[config.mk]
export PLATFORM = sky130hd
export DESIGN_NAME = rp_analog_top
export DESIGN_NICKNAME = d
export VERILOG_FILES = /design/src/rp_analog_pkg.sv /design/src/sys_bus_decoder.sv /design/src/hk_regs.sv /design/src/adc_frontend.sv /design/src/p_controller.sv /design/src/dac_backend.sv /design/src/pdm_modulator.sv /design/src/rp_analog_top.sv
export VERILOG_INCLUDE_DIRS = /design/src
export SDC_FILE = /design/constraint.sdc
export NUM_CORES = 2
export LEC_CHECK = 0
export ABC_AREA = 1
export BUFFER_PORTS_ARGS = -buffer_cell sky130_fd_sc_hd__buf_2
export CAP_MARGIN = 10
export CORE_UTILIZATION = 40
export DETAILED_ROUTE_END_ITERATION = 8
export RECOVER_POWER = 100
export SETUP_SLACK_MARGIN = 0.2
export SLEW_MARGIN = 20
export SYNTH_ARGS = -nofsm -noshare
export SYNTH_HDL_FRONTEND = slang
export SYNTH_SLANG_ARGS = --single-unit
export TNS_END_PERCENT = 10
[constraint.sdc]
create_clock -name adc_clk -period 7.13 [get_ports adc_clk]
set_clock_uncertainty 0.05 [all_clocks]
set_input_delay 1.426 -clock adc_clk [delete_from_list [all_inputs] [get_ports adc_clk]]
set_output_delay 1.426 -clock adc_clk [all_outputs]
set_load 0.1 [all_outputs]
[src/rp_analog_settings.svh]
// Analog path settings

`ifndef RP_ANALOG_SETTINGS_SVH
`define RP_ANALOG_SETTINGS_SVH

//////////////////////////////
// Data widths
//////////////////////////////

`define RP_ADC_DW 16   // ADC sample width
`define RP_DAC_DW 14   // DAC sample width

//////////////////////////////
// System bus
//////////////////////////////

`define RP_SYS_AW 20   // Byte address
`define RP_SYS_DW 32   // Read and write data

// Region field is addr[19:16]
`define RP_REGION_MSB 19
`define RP_REGION_HK  0  // House-keeping
`define RP_REGION_PID 1  // Controller

//////////////////////////////
// Misc
//////////////////////////////

`define RP_PDM_N    4             // Slow analog outputs
`define RP_PDM_DW   8             // PDM level width
`define RP_KP_SHIFT 8             // Gain has 8 fractional bits
`define RP_ID_VALUE 32'h5250_4131 // Design ID word

`endif

[src/rp_analog_pkg.sv]
// Analog path types

`default_nettype none

`include "rp_analog_settings.svh"

package rp_analog_pkg;

  //////////////////////////////
  // System bus
  //////////////////////////////

  // Master to slave, strobes last one cycle
  typedef struct packed {
    logic [`RP_SYS_AW-1:0] addr;
    logic [`RP_SYS_DW-1:0] wdata;
    logic                  wen;   // Write strobe
    logic                  ren;   // Read strobe
  } sys_req_t;

  // Slave to master, one cycle after the strobe
  typedef struct packed {
    logic [`RP_SYS_DW-1:0] rdata; // Valid with ack
    logic                  ack;
    logic                  err;   // Only together with ack
  } sys_rsp_t;

  //////////////////////////////
  // Data path words
  //////////////////////////////

  typedef logic signed [`RP_ADC_DW-1:0] adc_word_t;
  typedef logic signed [`RP_DAC_DW-1:0] dac_word_t;

  typedef struct packed {
    dac_word_t a;
    dac_word_t b;
  } dac_pair_t;

  typedef struct packed {
    adc_word_t a;
    adc_word_t b;
  } adc_pair_t;

  // House-keeping settings seen by the data path
  typedef struct packed {
    logic                  digital_loop; // DAC back into ADC path
    dac_word_t             dc_a;
    dac_word_t             dc_b;
    logic [8-1:0]          led;
  } hk_cfg_t;

  // One level per slow output
  typedef logic [`RP_PDM_N-1:0][`RP_PDM_DW-1:0] pdm_cfg_t;

endpackage

`default_nettype wire

[src/sys_bus_decoder.sv]
// System bus region decoder

`timescale 1ns/1ps
`default_nettype none

`include "rp_analog_settings.svh"

module sys_bus_decoder
  import rp_analog_pkg::*;
(
  input  wire logic     adc_clk,
  input  wire logic     rst_i,
  // Master side
  input  wire sys_req_t m_req_i,
  output sys_rsp_t      m_rsp_o,
  // House-keeping slave
  output sys_req_t      hk_req_o,
  input  wire sys_rsp_t hk_rsp_i,
  // Controller slave
  output sys_req_t      pid_req_o,
  input  wire sys_rsp_t pid_rsp_i
);

  localparam int REGION_W   = 4;
  localparam int REGION_LSB = `RP_REGION_MSB - REGION_W + 1;

  logic [REGION_W-1:0] region;    // Region of current request
  logic [REGION_W-1:0] region_q;  // Held until the response
  logic                strobe;
  logic                hk_sel, pid_sel;
  logic                err_q;     // Unmapped access answer

  assign region  = m_req_i.addr[`RP_REGION_MSB:REGION_LSB];
  assign strobe  = m_req_i.wen | m_req_i.ren;
  assign hk_sel  = (region == REGION_W'(`RP_REGION_HK));
  assign pid_sel = (region == REGION_W'(`RP_REGION_PID));

  // Address and data fan out, strobes only to the addressed slave
  always_comb begin
    hk_req_o      = m_req_i;
    hk_req_o.wen  = m_req_i.wen & hk_sel;
    hk_req_o.ren  = m_req_i.ren & hk_sel;
    pid_req_o     = m_req_i;
    pid_req_o.wen = m_req_i.wen & pid_sel;
    pid_req_o.ren = m_req_i.ren & pid_sel;
  end

  always_ff @(posedge adc_clk) begin
    if (rst_i) begin
      region_q <= '0;
      err_q    <= 1'b0;
    end else begin
      err_q <= strobe & ~hk_sel & ~pid_sel;  // Nobody else answers this one
      if (strobe)
        region_q <= region;
    end
  end

  // Response steering
  always_comb begin
    case (region_q)
      REGION_W'(`RP_REGION_HK):  m_rsp_o = hk_rsp_i;
      REGION_W'(`RP_REGION_PID): m_rsp_o = pid_rsp_i;
      default: begin
        m_rsp_o.rdata = '0;
        m_rsp_o.ack   = err_q;
        m_rsp_o.err   = err_q;
      end
    endcase
  end

  // Every answer traces back to a strobe one cycle earlier
  a_ack_after_strobe: assert property (@(posedge adc_clk) disable iff (rst_i)
    m_rsp_o.ack |-> $past(strobe));

endmodule

`default_nettype wire

[src/hk_regs.sv]
// House-keeping registers

`timescale 1ns/1ps
`default_nettype none

`include "rp_analog_settings.svh"

module hk_regs
  import rp_analog_pkg::*;
(
  input  wire logic     adc_clk,
  input  wire logic     rst_i,
  input  wire sys_req_t req_i,
  output sys_rsp_t      rsp_o,
  output hk_cfg_t       cfg_o,
  output pdm_cfg_t      pdm_o,
  output logic [8-1:0]  led_o
);

  localparam int OFS_W = `RP_REGION_MSB - 3;  // Offset inside the region

  logic [OFS_W-1:0]     ofs;
  logic                 loop_q;
  logic [8-1:0]         led_q;
  dac_word_t            dc_a_q, dc_b_q;
  pdm_cfg_t             pdm_q;
  logic [`RP_SYS_DW-1:0] rd_val, rdata_q;
  logic                 ack_q;

  assign ofs = req_i.addr[OFS_W-1:0];

  //////////////////////////////
  // Write side
  //////////////////////////////

  always_ff @(posedge adc_clk) begin
    if (rst_i) begin
      loop_q <= 1'b0;
      led_q  <= '0;
      dc_a_q <= '0;
      dc_b_q <= '0;
      pdm_q  <= '0;
      ack_q  <= 1'b0;
    end else begin
      ack_q <= req_i.wen | req_i.ren;  // ID writes are acked too
      if (req_i.wen) begin
        case (ofs)
          'h04: loop_q   <= req_i.wdata[0];
          'h08: led_q    <= req_i.wdata[8-1:0];
          'h0C: dc_a_q   <= req_i.wdata[`RP_DAC_DW-1:0];
          'h10: dc_b_q   <= req_i.wdata[`RP_DAC_DW-1:0];
          'h14: pdm_q[0] <= req_i.wdata[`RP_PDM_DW-1:0];
          'h18: pdm_q[1] <= req_i.wdata[`RP_PDM_DW-1:0];
          'h1C: pdm_q[2] <= req_i.wdata[`RP_PDM_DW-1:0];
          'h20: pdm_q[3] <= req_i.wdata[`RP_PDM_DW-1:0];
          default: ;
        endcase
      end
    end
  end

  //////////////////////////////
  // Read side
  //////////////////////////////

  always_comb begin
    rd_val = '0;  // Unknown offsets read 0
    case (ofs)
      'h00: rd_val                 = `RP_ID_VALUE;
      'h04: rd_val[0]              = loop_q;
      'h08: rd_val[8-1:0]          = led_q;
      'h0C: rd_val[`RP_DAC_DW-1:0] = dc_a_q;  // Raw bits, no sign extension
      'h10: rd_val[`RP_DAC_DW-1:0] = dc_b_q;
      'h14: rd_val[`RP_PDM_DW-1:0] = pdm_q[0];
      'h18: rd_val[`RP_PDM_DW-1:0] = pdm_q[1];
      'h1C: rd_val[`RP_PDM_DW-1:0] = pdm_q[2];
      'h20: rd_val[`RP_PDM_DW-1:0] = pdm_q[3];
      default: ;
    endcase
  end

  always_ff @(posedge adc_clk)
    rdata_q <= req_i.ren ? rd_val : '0;

  assign rsp_o = '{rdata: rdata_q, ack: ack_q, err: 1'b0};
  assign cfg_o = '{digital_loop: loop_q, dc_a: dc_a_q, dc_b: dc_b_q, led: led_q};
  assign pdm_o = pdm_q;
  assign led_o = led_q;

endmodule

`default_nettype wire

[src/adc_frontend.sv]
// ADC input stage

`timescale 1ns/1ps
`default_nettype none

`include "rp_analog_settings.svh"

module adc_frontend
  import rp_analog_pkg::*;
(
  input  wire logic                      adc_clk,
  input  wire logic                      rst_i,
  input  wire logic [1:0][`RP_ADC_DW-1:0] adc_dat_i,  // Raw pins, [0] is channel a
  input  wire dac_pair_t                 loop_i,     // Registered DAC words
  input  wire hk_cfg_t                   cfg_i,
  output adc_pair_t                      adc_o
);

  localparam int EXT_W = `RP_ADC_DW - `RP_DAC_DW;
  // Pin code of a zero sample
  localparam logic [`RP_ADC_DW-1:0] ADC_ZERO = {1'b0, {(`RP_ADC_DW-1){1'b1}}};

  logic [1:0][`RP_ADC_DW-1:0] raw_q;  // Input registers
  adc_pair_t                  conv;   // Two's complement

  always_ff @(posedge adc_clk) begin
    if (rst_i)
      raw_q <= {2{ADC_ZERO}};
    else
      raw_q <= adc_dat_i;
  end

  // Negative slope, keep MSB and flip the rest
  assign conv.a = {raw_q[0][`RP_ADC_DW-1], ~raw_q[0][`RP_ADC_DW-2:0]};
  assign conv.b = {raw_q[1][`RP_ADC_DW-1], ~raw_q[1][`RP_ADC_DW-2:0]};

  // Loopback replaces pins with the sign-extended DAC word
  assign adc_o.a = cfg_i.digital_loop ? {{EXT_W{loop_i.a[`RP_DAC_DW-1]}}, loop_i.a} : conv.a;
  assign adc_o.b = cfg_i.digital_loop ? {{EXT_W{loop_i.b[`RP_DAC_DW-1]}}, loop_i.b} : conv.b;

endmodule

`default_nettype wire

[src/p_controller.sv]
// Two-channel proportional controller

`timescale 1ns/1ps
`default_nettype none

`include "rp_analog_settings.svh"

module p_controller
  import rp_analog_pkg::*;
(
  input  wire logic      adc_clk,
  input  wire logic      rst_i,
  input  wire sys_req_t  req_i,
  output sys_rsp_t       rsp_o,
  input  wire adc_pair_t adc_i,
  output dac_pair_t      out_o
);

  localparam int CH_N   = 2;
  localparam int OFS_W  = `RP_REGION_MSB - 3;
  localparam int ERR_W  = `RP_ADC_DW + 1;           // Setpoint minus input
  localparam int PROD_W = ERR_W + `RP_ADC_DW;       // Times kp
  localparam int SHR_W  = PROD_W - `RP_KP_SHIFT;    // After the shift

  logic [OFS_W-1:0]      ofs;
  adc_word_t             sp_q [CH_N];
  adc_word_t             kp_q [CH_N];
  adc_word_t             in_d [CH_N];
  dac_word_t             out_q [CH_N];
  logic [`RP_SYS_DW-1:0] rd_val, rdata_q;
  logic                  ack_q;

  assign ofs     = req_i.addr[OFS_W-1:0];
  assign in_d[0] = adc_i.a;
  assign in_d[1] = adc_i.b;

  //////////////////////////////
  // Per channel, 3 stages
  //////////////////////////////

  for (genvar c = 0; c < CH_N; c++) begin : g_ch
    logic signed [ERR_W-1:0]  err_q;
    logic signed [PROD_W-1:0] prod_q;
    logic signed [SHR_W-1:0]  shr;
    logic                     ovf;

    // Setpoint at 8*c, gain at 8*c+4
    always_ff @(posedge adc_clk) begin
      if (rst_i) begin
        sp_q[c] <= '0;
        kp_q[c] <= '0;
      end else if (req_i.wen) begin
        if (ofs == OFS_W'(8*c))     sp_q[c] <= req_i.wdata[`RP_ADC_DW-1:0];
        if (ofs == OFS_W'(8*c + 4)) kp_q[c] <= req_i.wdata[`RP_ADC_DW-1:0];
      end
    end

    assign shr = SHR_W'(prod_q >>> `RP_KP_SHIFT);  // Arithmetic
    // Overflow when bits above the DAC sign disagree with it
    assign ovf = (shr[SHR_W-1:`RP_DAC_DW-1] != '0) && (shr[SHR_W-1:`RP_DAC_DW-1] != '1);

    always_ff @(posedge adc_clk) begin
      if (rst_i) begin
        err_q   <= '0;
        prod_q  <= '0;
        out_q[c] <= '0;
      end else begin
        err_q  <= ERR_W'(sp_q[c]) - ERR_W'(in_d[c]);  // Stage 1
        prod_q <= err_q * kp_q[c];                   // Stage 2, signed
        out_q[c] <= ovf ? {shr[SHR_W-1], {(`RP_DAC_DW-1){~shr[SHR_W-1]}}}  // Stage 3
                        : shr[`RP_DAC_DW-1:0];
      end
    end
  end

  //////////////////////////////
  // Register bus
  //////////////////////////////

  always_comb begin
    rd_val = '0;
    case (ofs)
      'h00: rd_val[`RP_ADC_DW-1:0] = sp_q[0];
      'h04: rd_val[`RP_ADC_DW-1:0] = kp_q[0];
      'h08: rd_val[`RP_ADC_DW-1:0] = sp_q[1];
      'h0C: rd_val[`RP_ADC_DW-1:0] = kp_q[1];
      default: ;
    endcase
  end

  always_ff @(posedge adc_clk) begin
    if (rst_i) ack_q <= 1'b0;
    else       ack_q <= req_i.wen | req_i.ren;
  end

  always_ff @(posedge adc_clk)
    rdata_q <= req_i.ren ? rd_val : '0;

  assign rsp_o   = '{rdata: rdata_q, ack: ack_q, err: 1'b0};
  assign out_o.a = out_q[0];
  assign out_o.b = out_q[1];

  // Master and decoder never issue both strobes at once
  a_one_strobe: assert property (@(posedge adc_clk) disable iff (rst_i)
    !(req_i.wen && req_i.ren));

endmodule

`default_nettype wire

[src/dac_backend.sv]
// DAC output stage

`timescale 1ns/1ps
`default_nettype none

`include "rp_analog_settings.svh"

module dac_backend
  import rp_analog_pkg::*;
(
  input  wire logic            adc_clk,
  input  wire logic            rst_i,
  input  wire dac_pair_t       pid_i,
  input  wire hk_cfg_t         cfg_i,
  output dac_pair_t            dac_o,        // Signed, back to the ADC side
  output logic [`RP_DAC_DW-1:0] dac_dat_a_o, // Offset code to pins
  output logic [`RP_DAC_DW-1:0] dac_dat_b_o
);

  // DC plus controller, clipped to full scale
  function automatic dac_word_t sat_sum(dac_word_t pid, dac_word_t dc);
    logic signed [`RP_DAC_DW:0] sum;  // One extra bit
    sum = (`RP_DAC_DW+1)'(pid) + (`RP_DAC_DW+1)'(dc);
    if (sum[`RP_DAC_DW] ^ sum[`RP_DAC_DW-1])
      return {sum[`RP_DAC_DW], {(`RP_DAC_DW-1){~sum[`RP_DAC_DW]}}};
    return sum[`RP_DAC_DW-1:0];
  endfunction

  // Negative slope offset code
  function automatic logic [`RP_DAC_DW-1:0] to_code(dac_word_t w);
    return {w[`RP_DAC_DW-1], ~w[`RP_DAC_DW-2:0]};
  endfunction

  dac_pair_t sat;

  assign sat.a = sat_sum(pid_i.a, cfg_i.dc_a);
  assign sat.b = sat_sum(pid_i.b, cfg_i.dc_b);

  //////////////////////////////
  // Output registers
  //////////////////////////////

  always_ff @(posedge adc_clk) begin
    if (rst_i) begin
      dac_o       <= '0;
      dac_dat_a_o <= to_code('0);  // Mid scale
      dac_dat_b_o <= to_code('0);
    end else begin
      dac_o       <= sat;
      dac_dat_a_o <= to_code(sat.a);
      dac_dat_b_o <= to_code(sat.b);
    end
  end

endmodule

`default_nettype wire

[src/pdm_modulator.sv]
// Slow analog PDM outputs

`timescale 1ns/1ps
`default_nettype none

`include "rp_analog_settings.svh"

module pdm_modulator
  import rp_analog_pkg::*;
(
  input  wire logic            adc_clk,
  input  wire logic            rst_i,
  input  wire pdm_cfg_t        cfg_i,
  output logic [`RP_PDM_N-1:0] pdm_o
);

  localparam int                ACC_W = `RP_PDM_DW + 1;  // Room for the carry
  localparam logic [ACC_W-1:0] MODULUS = ACC_W'((1 << `RP_PDM_DW) - 1);  // 255

  //////////////////////////////
  // One modulator per channel
  //////////////////////////////

  for (genvar c = 0; c < `RP_PDM_N; c++) begin : g_ch
    logic [ACC_W-1:0] acc_q;
    logic [ACC_W-1:0] sum;
    logic             bit_q;

    assign sum = acc_q + ACC_W'(cfg_i[c]);

    always_ff @(posedge adc_clk) begin
      if (rst_i) begin
        acc_q <= '0;
        bit_q <= 1'b0;
      end else if (sum >= MODULUS) begin
        acc_q <= sum - MODULUS;  // Wrap and emit a one
        bit_q <= 1'b1;
      end else begin
        acc_q <= sum;
        bit_q <= 1'b0;
      end
    end

    assign pdm_o[c] = bit_q;

    // Full level carries on every cycle
    a_level_full: assert property (@(posedge adc_clk) disable iff (rst_i)
      (cfg_i[c] == '1) |=> bit_q);

    // Zero level never carries
    a_level_zero: assert property (@(posedge adc_clk) disable iff (rst_i)
      (cfg_i[c] == '0) |=> !bit_q);
  end

endmodule

`default_nettype wire

[src/rp_analog_top.sv]
// Analog data path top level

`timescale 1ns/1ps
`default_nettype none

`include "rp_analog_settings.svh"

module rp_analog_top
  import rp_analog_pkg::*;
(
  input  wire logic                      adc_clk,
  input  wire logic                      rst_i,
  // System bus
  input  wire sys_req_t                  sys_req_i,
  output sys_rsp_t                       sys_rsp_o,
  // Fast analog
  input  wire logic [1:0][`RP_ADC_DW-1:0] adc_dat_i,
  output logic [`RP_DAC_DW-1:0]          dac_dat_a_o,
  output logic [`RP_DAC_DW-1:0]          dac_dat_b_o,
  // Slow analog and LEDs
  output logic [`RP_PDM_N-1:0]           dac_pwm_o,
  output logic [8-1:0]                   led_o
);

  sys_req_t  hk_req, pid_req;
  sys_rsp_t  hk_rsp, pid_rsp;
  hk_cfg_t   hk_cfg;
  pdm_cfg_t  pdm_cfg;
  adc_pair_t adc_dat;  // Converted samples
  dac_pair_t pid_dat;  // Controller output
  dac_pair_t dac_dat;  // Saturated DAC words

  //////////////////////////////
  // Bus and registers
  //////////////////////////////

  sys_bus_decoder i_dec (
    .adc_clk  (adc_clk),  .rst_i    (rst_i),
    .m_req_i  (sys_req_i), .m_rsp_o  (sys_rsp_o),
    .hk_req_o (hk_req),   .hk_rsp_i (hk_rsp),
    .pid_req_o(pid_req),  .pid_rsp_i(pid_rsp)
  );

  hk_regs i_hk (
    .adc_clk(adc_clk), .rst_i(rst_i),
    .req_i  (hk_req),  .rsp_o(hk_rsp),
    .cfg_o  (hk_cfg),  .pdm_o(pdm_cfg),
    .led_o  (led_o)
  );

  //////////////////////////////
  // Fast path, pin to pin 5 cycles
  //////////////////////////////

  adc_frontend i_adc (
    .adc_clk  (adc_clk),   .rst_i (rst_i),
    .adc_dat_i(adc_dat_i), .loop_i(dac_dat),
    .cfg_i    (hk_cfg),    .adc_o (adc_dat)
  );

  p_controller i_pid (
    .adc_clk(adc_clk), .rst_i(rst_i),
    .req_i  (pid_req), .rsp_o(pid_rsp),
    .adc_i  (adc_dat), .out_o(pid_dat)
  );

  dac_backend i_dac (
    .adc_clk    (adc_clk),     .rst_i      (rst_i),
    .pid_i      (pid_dat),     .cfg_i      (hk_cfg),
    .dac_o      (dac_dat),
    .dac_dat_a_o(dac_dat_a_o), .dac_dat_b_o(dac_dat_b_o)
  );

  pdm_modulator i_pdm (
    .adc_clk(adc_clk), .rst_i(rst_i),
    .cfg_i  (pdm_cfg), .pdm_o(dac_pwm_o)
  );

endmodule

`default_nettype wire

Word-level counts from Yosys, hierarchy flattened
Memory sizes are Yosys's and may differ from the RTL's.
Index checks and enable logic that the tools add are counted.

storage, ports and cells
  register bits = 352
  latch bits = 0
  RAM bits = 92
  memory bits (read-only) = 0
  input bits = 88
  output and inout bits = 74
  logic and storage cells = 156
  memories = 3

operators by class
  add/subtract/negate cells = 12
  $mul = 2
  div/mod/pow operators = 0
  $lt $le $gt $ge = 4
  equality and inequality tests = 12
  shifts and indexed selects = 0
  multiplexer cells = 49
  bitwise operators = 27
  reductions and logical operators = 15

memory list
  name         words  width  read ports  clocked after Yosys merged registers in  write ports  line                source
  i_pid.kp_q   2      16     2           0                                        2            p_controller.sv:27  adc_word_t kp_q [CH_N];
  i_pid.sp_q   2      16     2           0                                        2            p_controller.sv:26  adc_word_t sp_q [CH_N];
  i_pid.out_q  2      14     2           0                                        2            p_controller.sv:29  dac_word_t out_q [CH_N];

operators with widths
  operator              count
  $mux 14               8
  $mux 16               6
  $pmux 34 s2           1
  $mul 17x16->33        2
  $eq 16x5->1 const B   4
  $pmux 16 s4           1
  $pmux 7 s8            1
  $add 9x8->9           4
  $ge 9x8->1 const B    4
  $mux 9                4
  $sub 9x8->9 const B   4
  $sub 16x16->17        2
  $eq 16x4->1 const B   2
  $add 14x14->15        2
  $not 15->15           2
  $not 13->13           2
  $mux 1                25
  $ne 12x12->1 const B  2
  $reduce_bool 12->1    2
  $pmux 6 s3            1
  $mux 17               1
  $eq 16x3->1 const B   1
  $eq 16x6->1 const B   1
  $logic_not 16->1      1
  other kinds (9)       38

Depth between registers and ports, before layout
  depth in word-level cells = 6
  depth in mapped cells = 27
  depth with buffers taken out = 25

Modules after synthesis
A second synthesis with hierarchy kept.

second synthesis, totals
  cells, all modules = 5966
  area total of the unflattened synthesis = 44433.9 um^2

modules (own cells, without submodules)
  module           times used  cells an instance  area an instance (um^2)  sequential area each (um^2)
  p_controller     1           3922               30297.8                  4504.3
  pdm_modulator    1           606                3897.5                   800.8
  hk_regs          1           505                3828.7                   1701.6
  dac_backend      1           535                3618.5                   1081.0
  sys_bus_decoder  1           260                1624.1                   100.1
  adc_frontend     1           138                1167.4                   640.6

Least setup slack after synthesis
OpenSTA, ideal clock, no wires.

  kind = register to register
  start point = memory i_pid.kp_q[1][5] in the netlist's numbering
  end point = register i_pid.g_ch[1].prod_q[25]
  library setup time = 0.115 ns
  arrival = 5.492 ns
  data required time = 6.965 ns
  setup slack = 1.473 ns
  stages on the path, launching flop included = 22
  buffers on the path = 2
  clock period less this slack = 5.657 ns
  path through = edfxtp_1 clkbuf_1 clkbuf_1 nand2_1 fa_1 inv_1 fa_1 fa_1 fa_1 fa_1 inv_1 fa_1 inv_1 ha_1 nand2_1 nor2_1 inv_1 nor2_1 inv_1 or2_2 a31oi_1 nor2_1

RTL lines
  item                  line                source
  from (decl)           p_controller.sv:27
  to (signal assigned)  p_controller.sv:69  prod_q <= err_q * kp_q[c];
  to (decl)             p_controller.sv:43  logic signed [PROD_W-1:0] prod_q;

==> metrics.cfg <==
[placement]
detailed_place_hpwl_um = 95630
portBuffers = 134
dp.cells = 6739
place_congestion = 0.9398

[cts]
clk_latency_ps = 620
cts_tree = done
ctsResizeCount = 0
postCtsSetupRepairBufs = 0
htreeDepth = 2
clk_pin_slew_ps = 60
cts_buffers = 44
cts.sinks = 409
ctsHoldBuffers = 0
clockBufferDepth = 3
ctsRootBufferMaster = clkbuf_16

[yosys]
syn-mean-instance-area_um2 = 7.777
yosysWarnings = 0
synthFlopType = dfxtp_1
synth_cell_types = 59
seq_area_frac_synth_pct = 21.15
synth-edff-count = 64
synthesis.instances = 5367
synth_seq_cells = 409
async_flop_share_pct = 0
syn_area_um2 = 41740

[timing]
rsz0062_at_grt = no
hold_ws_ps = 405.4
worst_pin_slew_ps = 3506
post-route-period-util_pct = 93.11
slew_headroom_pct = -133.7
period_minus_slack_ps = 6639
max_clock_freq_mhz = 150.6
setup_tns_ps = 0
hold_viol = 0
setup_viol = 0
slew_violations = 243

[global_routing]
first_global_vias = 33566
overflow = 0
grt_pass1_wl_um = 187900
track_usage_pct = 22.65
grt_max_degree = 66
grt_antenna_before_repair = 9

[worst_setup_path]
slowest_delay_ps = 2070
path_cells = clkbuf_1 -> inv_4 -> clkbuf_1 -> o21ai_0 -> clkbuf_1
required_ps = 7300
critPathCaptureType = flop
critPathKind = in -> reg
cp_max_fo = 65
slowest_stage = clkbuf_1
cp_common_cell = clkbuf_1
arrival_ps = 6810
start_kind = input port

[detailed_routing]
dr.pass1.iters = 7
final_antenna_net_count = 0
drcViolationCount = 0
wl_um = 118400
vias_per_cell = 4.937
num_vias = 33672
wl_per_cell_um = 17.36
drtIter0Drc = 2409

[floorplan]
coreArea_um2 = 103500
die_y_um = 325.0
placementRows = 118
io_pins = 162
die_area_um2 = 105600
die_w_um = 325.0
start_util_pct = 40.33

[layout]
drive_gt1_share_pct = 6.103
final_util_pct = 43.28
num-nets-final = 6313
final_cells = 6821
area_delta_synth_final_pct = 7.315

[job]
cap_violations = 4

[status]
violations = capacitance limit, slew limit
status = finished with violations

[min_path]
hold_path.class = reg -> reg

[sequential cells by signal, indices dropped and copies added, names as in the netlist, 14 cells and up]
| register | count |
|---|---|
| i_pid.out_q | 28 |
| i_dac.dac_o | 26 |
| i_pid.g_ch.prod_q | 50 |
| i_hk.rdata_q | 15 |
| i_dac.dac_dat_b_o | 14 |
| i_adc.raw_q | 30 |
| i_pdm.g_ch.acc_q | 36 |
| i_hk.dc_b_q | 14 |
| i_pid.rdata_q | 16 |
| i_hk.pdm_o | 32 |
| i_pid.sp_q | 32 |
| i_pid.g_ch.err_q | 34 |
| i_hk.dc_a_q | 14 |
| i_dac.dac_dat_a_o | 14 |
| i_pid.kp_q | 32 |
[critical path, delay by kind of cell]
family | cells | cell delay (ps)
buf+inv | 4 | 4970
compound gates | 1 | 380
[stage by stage]
stage | cell area (um2) | setup WS (ps)
detailed placement | 43590 | 861.3
CTS | 45100 | 832.2
global placement | 43590 | 921.8
floorplan | 41780 | 1473
global route | 44790 | 211.6
finish | 44790 | 491.0
[Yosys cell counts, types with 26 or more instances]
master,count,area (um2)
nand3_1,209,1046
nor2_1,366,1374
clkbuf_1,146,548.0
nand2_1,1216,4564
xnor2_1,33,289.0
edfxtp_1,64,1922
nand2_2,35,219.0
nand4_1,40,250.2
or2_2,45,281.5
dfxtp_1,345,6907
inv_1,1156,4339
ha_1,262,3278
nor3_1,26,130.1
fa_1,558,11170
buf_4,42,315.3
a21oi_1,344,1722
o21ai_0,191,955.9
[path summary, 6_finish.rpt]
path	end	slack (ps)	startpoint	cells after the start
worst min register to register	i_pid.out_q[1][9]$_SDFF_PP0_	410	i_pid.g_ch[1].prod_q[17]$_SDFF_PP0_	2
worst min-delay path	i_pid.out_q[1][9]$_SDFF_PP0_	410	i_pid.g_ch[1].prod_q[17]$_SDFF_PP0_	2
worst max-delay path	i_pid.kp_q[1][10]$_SDFFCE_PN0P_	490	rst_i	5
worst max register to register	i_pid.g_ch[1].prod_q[24]$_SDFF_PP0_	730	i_pid.kp_q[1][6]$_SDFFCE_PN0P_	19
[cells in the final DEF (no fill, tap or decap), types with 19 or more instances in the layout]
| cell | synthesis | final |
|---|---|---|
| edfxtp_1 | 64 | 64 |
| a22o_1 | 19 | 19 |
| nand2_1 | 1216 | 1238 |
| inv_1 | 1156 | 1157 |
| buf_2 | 9 | 70 |
| dfxtp_1 | 345 | 345 |
| nand4_1 | 40 | 41 |
| o21ai_0 | 191 | 204 |
| xor2_1 | 21 | 21 |
| ha_1 | 262 | 262 |
| nor2_1 | 366 | 368 |
| xnor2_1 | 33 | 33 |
| or2_2 | 45 | 45 |
| clkbuf_1 | 146 | 79 |
| o21a_1 | 23 | 23 |
| nor3_1 | 26 | 26 |
| buf_4 | 42 | 54 |
| a21oi_1 | 344 | 344 |
| nand3_1 | 209 | 213 |
| fa_1 | 558 | 558 |
| clkbuf_16 | 0 | 45 |
[layer usage]
metal  GRT usage [%]  share of wire, %  wire length, um  vias up
li1                -                 -                -    16336
met1           30.73                45            52960    16279
met2           37.38                47            55120      873
met3           2.671               5.3             6229      174
met4           7.639               3.4             4037       10
met5               0             0.058               69        -
[cells by family (layout without fill, tap and decap cells)]
logic type / after synthesis / after routing / synth area share (%)
AOI/OAI and AO/OA: 655 / 655 / 8.742
xor gates and xnor gates: 54 / 54 / 1.133
adders and majority gates: 820 / 820 / 34.62
buffers and inverters: 1397 / 1460 / 13.20
DFF: 409 / 409 / 21.15
other: 1 / 12 / 0.008985
and+or+nand+nor: 2031 / 2031 / 21.14
[area by class of cell]
cell class              instances  area (um2)
clock inverters                30       344.1
well taps                    1380        1727
clock buffers                  51        1169
diodes                          1       2.502
fillers                     10573       58710
flip-flops and latches        409        8828
multi-input cells            3571       27240
repair buffers                199        1037
inverters                    1180        4439
Power is left out: the tool's default activity adds up to more than one toggle a clock period on the data nets, which glitch-free logic cannot reach.
